$ cat config.mk
export PLATFORM = sky130hd
export DESIGN_NAME = control_unit
export DESIGN_NICKNAME = d
export VERILOG_FILES = /design/src/source/control_unit_pkg.sv /design/src/source/control_encoder.sv /design/src/source/control_sequencer.sv /design/src/source/control_unit.sv /design/src/source/instr_decoder.sv
export SDC_FILE = /design/constraint.sdc
export NUM_CORES = 1
export LEC_CHECK = 0
export BUFFER_PORTS_ARGS = -buffer_cell sky130_fd_sc_hd__buf_2
export CORE_MARGIN = 4
export CORE_UTILIZATION = 41
export DETAILED_ROUTE_END_ITERATION = 6
export GPL_TIMING_DRIVEN = 1
export HOLD_SLACK_MARGIN = 0.02
export PLACE_DENSITY = 0.85
export REMOVE_ABC_BUFFERS = 1
export SYNTH_ARGS = -nofsm -noshare
export SYNTH_HDL_FRONTEND = slang
export SYNTH_SLANG_ARGS = --single-unit
$ cat constraint.sdc
create_clock -name clk -period 2.7 [get_ports clk]
set_input_delay 0.54 -clock clk [delete_from_list [all_inputs] [get_ports clk]]
set_output_delay 0.54 -clock clk [all_outputs]
set_load 0.01 [all_outputs]
$ cat src/source/control_unit_pkg.sv
package control_unit_pkg;

    localparam int OPCODE_W = 6;
    localparam int FUNCT_W = 6;

    // Cycles spent waiting on memory reads
    localparam int FETCH_WAIT_CYCLES = 3;
    localparam int EXCEPT_WAIT_CYCLES = 3;

    localparam int WAIT_CNT_W = 2;
    localparam logic [WAIT_CNT_W-1:0] FETCH_WAIT_LAST = WAIT_CNT_W'(FETCH_WAIT_CYCLES - 1);
    localparam logic [WAIT_CNT_W-1:0] EXCEPT_WAIT_LAST = WAIT_CNT_W'(EXCEPT_WAIT_CYCLES - 1);

    // Memory address select
    localparam logic [2:0] IORD_PC = 3'b000;
    localparam logic [2:0] IORD_ALUOUT = 3'b001;
    localparam logic [2:0] IORD_EXC_VECTOR = 3'b010;

    localparam logic [1:0] ALU_SRCA_PC = 2'b00;
    localparam logic [1:0] ALU_SRCA_A = 2'b01;

    localparam logic [2:0] ALU_SRCB_B = 3'b000;
    localparam logic [2:0] ALU_SRCB_FOUR = 3'b001;
    localparam logic [2:0] ALU_SRCB_BRANCH_OFFSET = 3'b011;

    localparam logic [2:0] PC_SRC_ALU = 3'b000;
    localparam logic [2:0] PC_SRC_EXC = 3'b011;

    localparam logic [1:0] REG_DST_RD = 2'b01;
    localparam logic [1:0] REG_DST_SP = 2'b10;

    localparam logic [3:0] MEM_TO_REG_ALUOUT = 4'b0000;
    localparam logic [3:0] MEM_TO_REG_SP_INIT = 4'b0100;

    // Exception cause, selects the handler vector
    localparam logic [1:0] EXC_NOOPCODE = 2'b00;
    localparam logic [1:0] EXC_OVERFLOW = 2'b01;

    typedef enum logic [6:0] {
        st_reset = 7'd0,
        st_sp_init = 7'd1,
        st_fetch0 = 7'd2,
        st_fetch1 = 7'd3,
        st_decode = 7'd4,
        st_execute = 7'd5,
        st_writeback = 7'd6,
        st_noopcode = 7'd7,
        st_overflow = 7'd8,
        st_except = 7'd9
    } state_e;

    typedef enum logic [1:0] {
        cls_add = 2'd0,
        cls_sub = 2'd1,
        cls_and = 2'd2,
        cls_illegal = 2'd3
    } instr_class_e;

    typedef enum logic [OPCODE_W-1:0] {
        opc_rtype = 6'h00
    } opcode_e;

    typedef enum logic [FUNCT_W-1:0] {
        funct_add = 6'h20,
        funct_sub = 6'h22,
        funct_and = 6'h24
    } funct_e;

    typedef enum logic [2:0] {
        alu_nop = 3'b000,
        alu_add = 3'b001,
        alu_and = 3'b010,
        alu_sub = 3'b011
    } alu_op_e;

    typedef struct packed {
        logic pc_write;
        logic ir_write;
        logic a_write;
        logic b_write;
        logic alu_reg_write;
        logic epc_write;
        logic reg_write;
        logic [1:0] reg_dst;
        logic [1:0] except;
        logic [1:0] alu_src_a;
        logic [2:0] iord;
        logic [2:0] alu_src_b;
        alu_op_e alu_op;
        logic [2:0] pc_src;
        logic [3:0] mem_to_reg;
    } ctrl_word_t;

endpackage

$ cat src/source/control_encoder.sv
`timescale 1ns/100ps

module control_encoder (
    input control_unit_pkg::state_e state,
    output control_unit_pkg::ctrl_word_t ctrl
);

    always_comb begin
        ctrl = '0;
        case (state)
            // Load the stack pointer with its initial value
            control_unit_pkg::st_sp_init: begin
                ctrl.reg_write = 1'b1;
                ctrl.reg_dst = control_unit_pkg::REG_DST_SP;
                ctrl.mem_to_reg = control_unit_pkg::MEM_TO_REG_SP_INIT;
            end
            control_unit_pkg::st_fetch0: begin
                ctrl.iord = control_unit_pkg::IORD_PC;
                ctrl.alu_src_a = control_unit_pkg::ALU_SRCA_PC;
                ctrl.alu_src_b = control_unit_pkg::ALU_SRCB_FOUR;
                ctrl.alu_op = control_unit_pkg::alu_add;
            end
            control_unit_pkg::st_fetch1: begin
                ctrl.pc_write = 1'b1;
                ctrl.ir_write = 1'b1;
            end
            // Branch target computed speculatively
            control_unit_pkg::st_decode: begin
                ctrl.a_write = 1'b1;
                ctrl.b_write = 1'b1;
                ctrl.alu_src_a = control_unit_pkg::ALU_SRCA_PC;
                ctrl.alu_src_b = control_unit_pkg::ALU_SRCB_BRANCH_OFFSET;
                ctrl.alu_op = control_unit_pkg::alu_add;
            end
            // ALU operation is filled in from the instruction class at the top
            control_unit_pkg::st_execute: begin
                ctrl.alu_src_a = control_unit_pkg::ALU_SRCA_A;
                ctrl.alu_src_b = control_unit_pkg::ALU_SRCB_B;
                ctrl.alu_reg_write = 1'b1;
            end
            control_unit_pkg::st_writeback: begin
                ctrl.reg_write = 1'b1;
                ctrl.reg_dst = control_unit_pkg::REG_DST_RD;
                ctrl.mem_to_reg = control_unit_pkg::MEM_TO_REG_ALUOUT;
            end
            control_unit_pkg::st_noopcode: begin
                ctrl.except = control_unit_pkg::EXC_NOOPCODE;
                ctrl.iord = control_unit_pkg::IORD_EXC_VECTOR;
                ctrl.alu_op = control_unit_pkg::alu_and;
            end
            control_unit_pkg::st_overflow: begin
                ctrl.except = control_unit_pkg::EXC_OVERFLOW;
                ctrl.iord = control_unit_pkg::IORD_EXC_VECTOR;
                ctrl.alu_op = control_unit_pkg::alu_and;
            end
            // Save EPC and jump to the handler
            control_unit_pkg::st_except: begin
                ctrl.epc_write = 1'b1;
                ctrl.pc_write = 1'b1;
                ctrl.pc_src = control_unit_pkg::PC_SRC_EXC;
            end
            default: begin
                ctrl = '0;
            end
        endcase
    end

endmodule

$ cat src/source/control_sequencer.sv
`timescale 1ns/100ps

module control_sequencer (
    input logic clk,
    input logic reset,
    input logic ov,
    input control_unit_pkg::instr_class_e instr_class,
    output control_unit_pkg::state_e state
);

    control_unit_pkg::state_e next_state;
    logic [control_unit_pkg::WAIT_CNT_W-1:0] wait_cnt;
    logic fetch_done;
    logic except_done;

    assign fetch_done = (wait_cnt == control_unit_pkg::FETCH_WAIT_LAST);
    assign except_done = (wait_cnt == control_unit_pkg::EXCEPT_WAIT_LAST);

    always_comb begin
        next_state = state;
        case (state)
            control_unit_pkg::st_reset: begin
                next_state = control_unit_pkg::st_sp_init;
            end
            control_unit_pkg::st_sp_init: begin
                next_state = control_unit_pkg::st_fetch0;
            end
            // Hold address until memory returns the word
            control_unit_pkg::st_fetch0: begin
                if (fetch_done) begin
                    next_state = control_unit_pkg::st_fetch1;
                end
            end
            control_unit_pkg::st_fetch1: begin
                next_state = control_unit_pkg::st_decode;
            end
            control_unit_pkg::st_decode: begin
                if (instr_class == control_unit_pkg::cls_illegal) begin
                    next_state = control_unit_pkg::st_noopcode;
                end else begin
                    next_state = control_unit_pkg::st_execute;
                end
            end
            // Overflow aborts before the result is written back
            control_unit_pkg::st_execute: begin
                if (ov) begin
                    next_state = control_unit_pkg::st_overflow;
                end else begin
                    next_state = control_unit_pkg::st_writeback;
                end
            end
            control_unit_pkg::st_writeback: begin
                next_state = control_unit_pkg::st_fetch0;
            end
            control_unit_pkg::st_noopcode,
            control_unit_pkg::st_overflow: begin
                if (except_done) begin
                    next_state = control_unit_pkg::st_except;
                end
            end
            control_unit_pkg::st_except: begin
                next_state = control_unit_pkg::st_fetch0;
            end
            default: begin
                next_state = control_unit_pkg::st_reset;
            end
        endcase
    end

    always_ff @(posedge clk) begin
        if (reset) begin
            state <= control_unit_pkg::st_reset;
            wait_cnt <= '0;
        end else begin
            state <= next_state;
            // Restart the count whenever the state moves on
            if (next_state != state) begin
                wait_cnt <= '0;
            end else begin
                wait_cnt <= wait_cnt + 1'b1;
            end
        end
    end

endmodule

$ cat src/source/control_unit.sv
`timescale 1ns/100ps

module control_unit (
    input logic clk,
    input logic reset,
    input logic ov,
    input logic [control_unit_pkg::OPCODE_W-1:0] opcode,
    input logic [control_unit_pkg::FUNCT_W-1:0] funct,
    output logic pc_write,
    output logic ir_write,
    output logic a_write,
    output logic b_write,
    output logic alu_reg_write,
    output logic epc_write,
    output logic reg_write,
    output logic [1:0] reg_dst,
    output logic [1:0] except,
    output logic [1:0] alu_src_a,
    output logic [2:0] iord,
    output logic [2:0] alu_src_b,
    output control_unit_pkg::alu_op_e alu_op,
    output logic [2:0] pc_src,
    output logic [3:0] mem_to_reg
);

    control_unit_pkg::instr_class_e instr_class;
    control_unit_pkg::state_e state;
    control_unit_pkg::ctrl_word_t ctrl;

    instr_decoder instr_decoder_i (
        .opcode(opcode),
        .funct(funct),
        .instr_class(instr_class)
    );

    control_sequencer control_sequencer_i (
        .clk(clk),
        .reset(reset),
        .ov(ov),
        .instr_class(instr_class),
        .state(state)
    );

    control_encoder control_encoder_i (
        .state(state),
        .ctrl(ctrl)
    );

    assign pc_write = ctrl.pc_write;
    assign ir_write = ctrl.ir_write;
    assign a_write = ctrl.a_write;
    assign b_write = ctrl.b_write;
    assign alu_reg_write = ctrl.alu_reg_write;
    assign epc_write = ctrl.epc_write;
    assign reg_write = ctrl.reg_write;
    assign reg_dst = ctrl.reg_dst;
    assign except = ctrl.except;
    assign alu_src_a = ctrl.alu_src_a;
    assign iord = ctrl.iord;
    assign alu_src_b = ctrl.alu_src_b;
    assign pc_src = ctrl.pc_src;
    assign mem_to_reg = ctrl.mem_to_reg;

    // IR holds opcode and funct stable from decode through execute
    always_comb begin
        alu_op = ctrl.alu_op;
        if (state == control_unit_pkg::st_execute) begin
            case (instr_class)
                control_unit_pkg::cls_add: alu_op = control_unit_pkg::alu_add;
                control_unit_pkg::cls_sub: alu_op = control_unit_pkg::alu_sub;
                control_unit_pkg::cls_and: alu_op = control_unit_pkg::alu_and;
                default: alu_op = control_unit_pkg::alu_nop;
            endcase
        end
    end

endmodule

$ cat src/source/instr_decoder.sv
`timescale 1ns/100ps

module instr_decoder (
    input logic [control_unit_pkg::OPCODE_W-1:0] opcode,
    input logic [control_unit_pkg::FUNCT_W-1:0] funct,
    output control_unit_pkg::instr_class_e instr_class
);

    logic [control_unit_pkg::FUNCT_W-1:0] rtype_funct;
    logic is_rtype;

    assign is_rtype = (opcode == control_unit_pkg::opc_rtype);

    // Non R-type opcodes never match a funct code
    assign rtype_funct = is_rtype ? funct : '1;

    always_comb begin
        case (rtype_funct)
            control_unit_pkg::funct_add: begin
                instr_class = control_unit_pkg::cls_add;
            end
            control_unit_pkg::funct_sub: begin
                instr_class = control_unit_pkg::cls_sub;
            end
            control_unit_pkg::funct_and: begin
                instr_class = control_unit_pkg::cls_and;
            end
            // Everything else, implemented in the ISA or not
            default: begin
                instr_class = control_unit_pkg::cls_illegal;
            end
        endcase
    end

endmodule

# Yosys cells after proc, flatten, opt, wreduce, memory -nomap -nowiden
# Index checks and enable logic that the tools add are counted.
# op_classes
mux	22
reduce_logical	8
addsub	1
eq_ne	17
# op_table
cell	count
7-bit one-hot mux with 7 select lines	1
7-bit by 3-bit equality test with 1-bit output, second input constant	4
6-bit equality test, second input constant	3
7-bit by 2-bit equality test with 1-bit output, second input constant	2
7-bit by 4-bit equality test with 1-bit output, second input constant	2
7-bit two-way mux	2
2-bit one-hot mux with 3 select lines	2
2-bit two-way mux	4
2-bit one-hot mux with 2 select lines	2
2-bit OR reduction	4
7-bit by 1-bit equality test with 1-bit output, second input constant	1
7-bit zero test	1
7-bit inequality test	1
2-bit equality test, second input constant	3
6-bit zero test	1
1-bit two-way mux	6
3-bit two-way mux	2
6-bit two-way mux	1
3-bit one-hot mux with 2 select lines	1
4-bit two-way mux	1
3-bit OR reduction	1
2-bit by 1-bit adder with 2-bit output, second input constant	1
2-bit by 1-bit equality test with 1-bit output, second input constant	1
2-bit zero test	1
# word_totals
wordCells	50
in_bits	15
ff_bits	9

# Depth between registers and ports, before layout
# depth
ltp_word	9
ltp_mapped	7

# Modules after synthesis
# Synthesis repeated with hierarchy kept, for this count alone.
# hier_totals
hier_cells	120
area_unflattened_um2	996.0
# modules_own_cells
module	n_inst	area_each_um2	cells_each	seq_area_each_um2
control_sequencer	1	486.7	57	180.2
control_encoder	1	342.8	45	0.0
control_unit	1	108.9	12	0.0
instr_decoder	1	57.6	6	0.0

# Worst setup path before layout
# OpenSTA, ideal clock, no wires.
# synth_timing
path_type	input to output
from	in funct[0] (netlist name)
to	out alu_op[1]
required_ns	2.160
slack_ns	0.346
t_arrival_ns	1.814
path_stages	5
path_cell_list	or4b_1 > nor3_2 > nand4b_1 > ha_1 > a21o_1
# synth_via
elab_chain_len	6
word_cells_on_any_way	10
cone_classes	eq/ne (5); mux (4); reduce/logical (1)
# synth_lines
element	line	text
start: declaration	control_unit.sv:8	input logic [control_unit_pkg::FUNCT_W-1:0] funct,
6-bit two-way mux (*)	instr_decoder.sv:15	assign rtype_funct = is_rtype ? funct : '1;
6-bit equality test	instr_decoder.sv:18	case (rtype_funct)
2-bit one-hot mux with 3 select lines (*)	instr_decoder.sv:18	
2-bit equality test (tied with other cells)	control_unit.sv:68	case (instr_class)
2-bit one-hot mux with 3 select lines (*)	control_unit.sv:68	
3-bit two-way mux (*)	control_unit.sv:67	if (state == control_unit_pkg::st_execute) begin
end: declaration	control_unit.sv:21	output control_unit_pkg::alu_op_e alu_op,
# Every way passes the cells marked *; elsewhere a longest branch is shown, timed or not.

# Worst setup path after layout
# Ends and elaborated chain as after synthesis.

==> flow_summary.yaml <==
worst_setup_path:
  criticalPathCategory: "in2out"
  worst_ep_arrival_time_ns: 2.07
  slowest_delay_ns: 0.53
  cp_common_cell: "buf_2"
  critPathSlowestCell: "or4b_4"
  required_ns: 2.16
  start_kind: "input pin"
  end_kind: "primary output"
  crit_fanout: 2
  crit_chain: "buf_2 > or4b_4 > nor3_2 > nand4b_1 > ha_1 > a21o_1 > buf_2"
run_status:
  status: "finished, final reports clean"
global_route:
  antenna_found_initial: 0
  grt_first_pass_wirelength_um: 2670
  grt_use_total_pct: 13.6
  grt_pass1_vias: 634
  grt_max_degree: 15
  overflow: 0
synthesis:
  syn_area_um2: 708
  syn_area_per_cell_um2: 7.87
  ys_types: 36
  ys_seq_area_share_pct: 25.4
  ys_seq_elements: 9
  syn-instance-count: 90
  ys.warnings.count: 0
timing:
  fin_worst_skew_ns: 0.00110
  rsz0062_at_grt: "no"
  fin_crit_ns: 2.61
  hold_slack_ns: 0.410
  min_period_over_period_pct: 96.8
  worst_slack_ns: 0.0876
  setup_viol: 0
  tightestPinTransition_ns: 0.539
  fmax_ghz: 0.383
  hold_viol_final: 0
  max-slew-margin-rel_pct: 63.7
  slew_viol_final: 0
  finalSetupTns_ns: 0
placed_design:
  place_hpwl_um: 1360
  dp_slack_ns: 0.0631
  io_buffers: 33
  gp_congestion: 0.815
clock_network:
  cts_tree: "done"
  clkTransAtPathRegs_ns: 0.06
  clkLatencyLatePin_ns: 0.25
  ctsRootBufferMaster: "clkbuf_4"
  numCtsBuffers: 3
  clk_path_buf_depth: 2
  clock-sinks: 9
  htree_levels: 1
  hold_buffers: 0
route:
  num_vias: 712
  firstDrtPassIters: 4
  drt_wl_total_um: 1630
  wl_per_cell_um: 11.9
  drc_errors: 0
  viasPerCell: 5.20
  postRouteAntennaNets: 0
  initialDrtViolationCount: 6
die:
  row_count: 14
  die_h_um: 49.6
  io-pin-count: 44
  dieWidth_um: 49.6
  core-area_um2: 1580
  dieArea_um2: 2460
  floorplan.initialDensity_pct: 44.9
power_and_ir_drop:
  power.static_leakage_nw: 0.414
  power_density_nw_per_um2: 317
  ir_worst_vdd_mv: 0.285
final_layout:
  final_common_cell: "buf_2"
  syn2layout_area_growth_pct: 18.9
  n_fill_cell: 153
  layout-drive-gt1-share_pct: 37.2
  seqCellArea_um2: 180
  multi_input_area_um2: 432
  antenna_cells: 0
  final_cell_mix: "33 x buf_2, 13 x conb_1, 9 x dfxtp_1"
  finish.net_count: 139
min_path:
  min_path_type: "reg2reg"
flow_run:
  maxCapViolations: 0
-- state kept, by name, indices dropped and copies added (netlist names) --
| name | cells |
|---|---|
| control_sequencer_i.state | 7 |
| control_sequencer_i.wait_cnt | 2 |
-- power by group --
part	switching [W]	internal, W	total [W]
Combinational	0.0000161	0.0000124	0.0000286
Sequential	0.00000257	0.000136	0.000138
Clock	0.0000435	0.0000567	0.000100
Total	0.0000622	0.000205	0.000267
-- per-stage QoR --
stage               total power, W  util, %  std cells  area (um^2)
floorplan                 0.000155        -         83          619
global placement          0.000167     51.0        132          805
detailed placement        0.000168     51.0        132          805
CTS                       0.000271     52.7        136          831
global route              0.000282     53.4        137          842
finish                    0.000267     53.4        137          842
-- cells by family (layout without fill, tap and decap cells) --
| kind of cell | Yosys count | after routing | share of synthesized area (%) |
|---|---|---|---|
| DFF | 9 | 9 | 25.4 |
| adders and majority gates | 3 | 3 | 4.95 |
| AOI/OAI and AO/OA | 12 | 12 | 11.5 |
| buffers and inverters | 22 | 41 | 20.5 |
| muxes | 1 | 1 | 1.59 |
| other | 1 | 13 | 0.530 |
| and+or+nand+nor | 40 | 40 | 33.0 |
| xor gates and xnor gates | 2 | 2 | 2.47 |
-- synthesized netlist by cell type --
cell type | count | area share (%)
nor3b_1 | 1 | 1.1
clkbuf_1 | 1 | 0.53
nor2_1 | 8 | 4.2
o21a_1 | 2 | 2.1
nand2b_1 | 4 | 3.5
conb_1 | 1 | 0.53
or4_1 | 1 | 1.1
or4_4 | 1 | 1.6
a211oi_1 | 1 | 1.1
ha_1 | 2 | 3.5
a21o_1 | 1 | 1.1
buf_4 | 16 | 17
or2_2 | 2 | 1.8
inv_2 | 1 | 0.53
nand4b_1 | 2 | 2.5
a31oi_1 | 2 | 1.8
a31o_1 | 1 | 1.2
or3_1 | 1 | 0.88
nand2_1 | 5 | 2.7
a21oi_1 | 2 | 1.4
buf_2 | 2 | 1.4
nor4_1 | 2 | 1.8
dfxtp_1 | 9 | 25
nor3_1 | 6 | 4.2
maj3_1 | 1 | 1.4
nand4bb_1 | 1 | 1.6
mux2_2 | 1 | 1.6
o22ai_1 | 1 | 0.88
o21ai_0 | 1 | 0.71
or4b_1 | 1 | 1.4
inv_1 | 2 | 1.1
xnor2_1 | 2 | 2.5
nand3_1 | 3 | 2.1
and2b_2 | 1 | 1.2
a211o_1 | 1 | 1.2
nor3_2 | 1 | 1.4
-- critical path, delay by kind of cell --
family	cells	cell delay, ns
fa+ha+maj	1	0.30
buf+inv	2	0.23
compound gates	1	0.15
simple gates	3	0.85
-- metal layers --
metal	global-route usage [%]	part of all wire [%]	up-vias
met4	9.22	1.9	0
met1	15.0	38	330
met5	0	0	-
met2	24.2	54	32
li1	-	-	346
met3	1.20	5.7	4
-- timing repair --
action	CTS	global route
resized for setup	0	1
endpoints found under the setup margin	0	2
setup buffers	0	1
-- path summary, 6_finish.rpt --
| path | start | to | slack (ns) | cells after the start |
|---|---|---|---|---|
| worst max register to register | control_sequencer_i.state[2]$_SDFF_PP0_ | control_sequencer_i.state[1]$_SDFF_PP0_ | 1.06 | 4 |
| worst min-delay path | control_sequencer_i.wait_cnt[0]$_SDFF_PP0_ | control_sequencer_i.wait_cnt[0]$_SDFF_PP0_ | 0.41 | 1 |
| worst min register to register | control_sequencer_i.wait_cnt[0]$_SDFF_PP0_ | control_sequencer_i.wait_cnt[0]$_SDFF_PP0_ | 0.41 | 1 |
| worst max-delay path | funct[0] | alu_op[1] | 0.09 | 7 |
-- final cells by class --
cell class	count	area share [%]
tap	16	2.38
inverter	3	1.34
clock buffer	4	3.12
timing repair buffer	34	20.5
sequential	9	21.4
multi-input combinational	71	51.3
(Power assumes the default switching activity.)
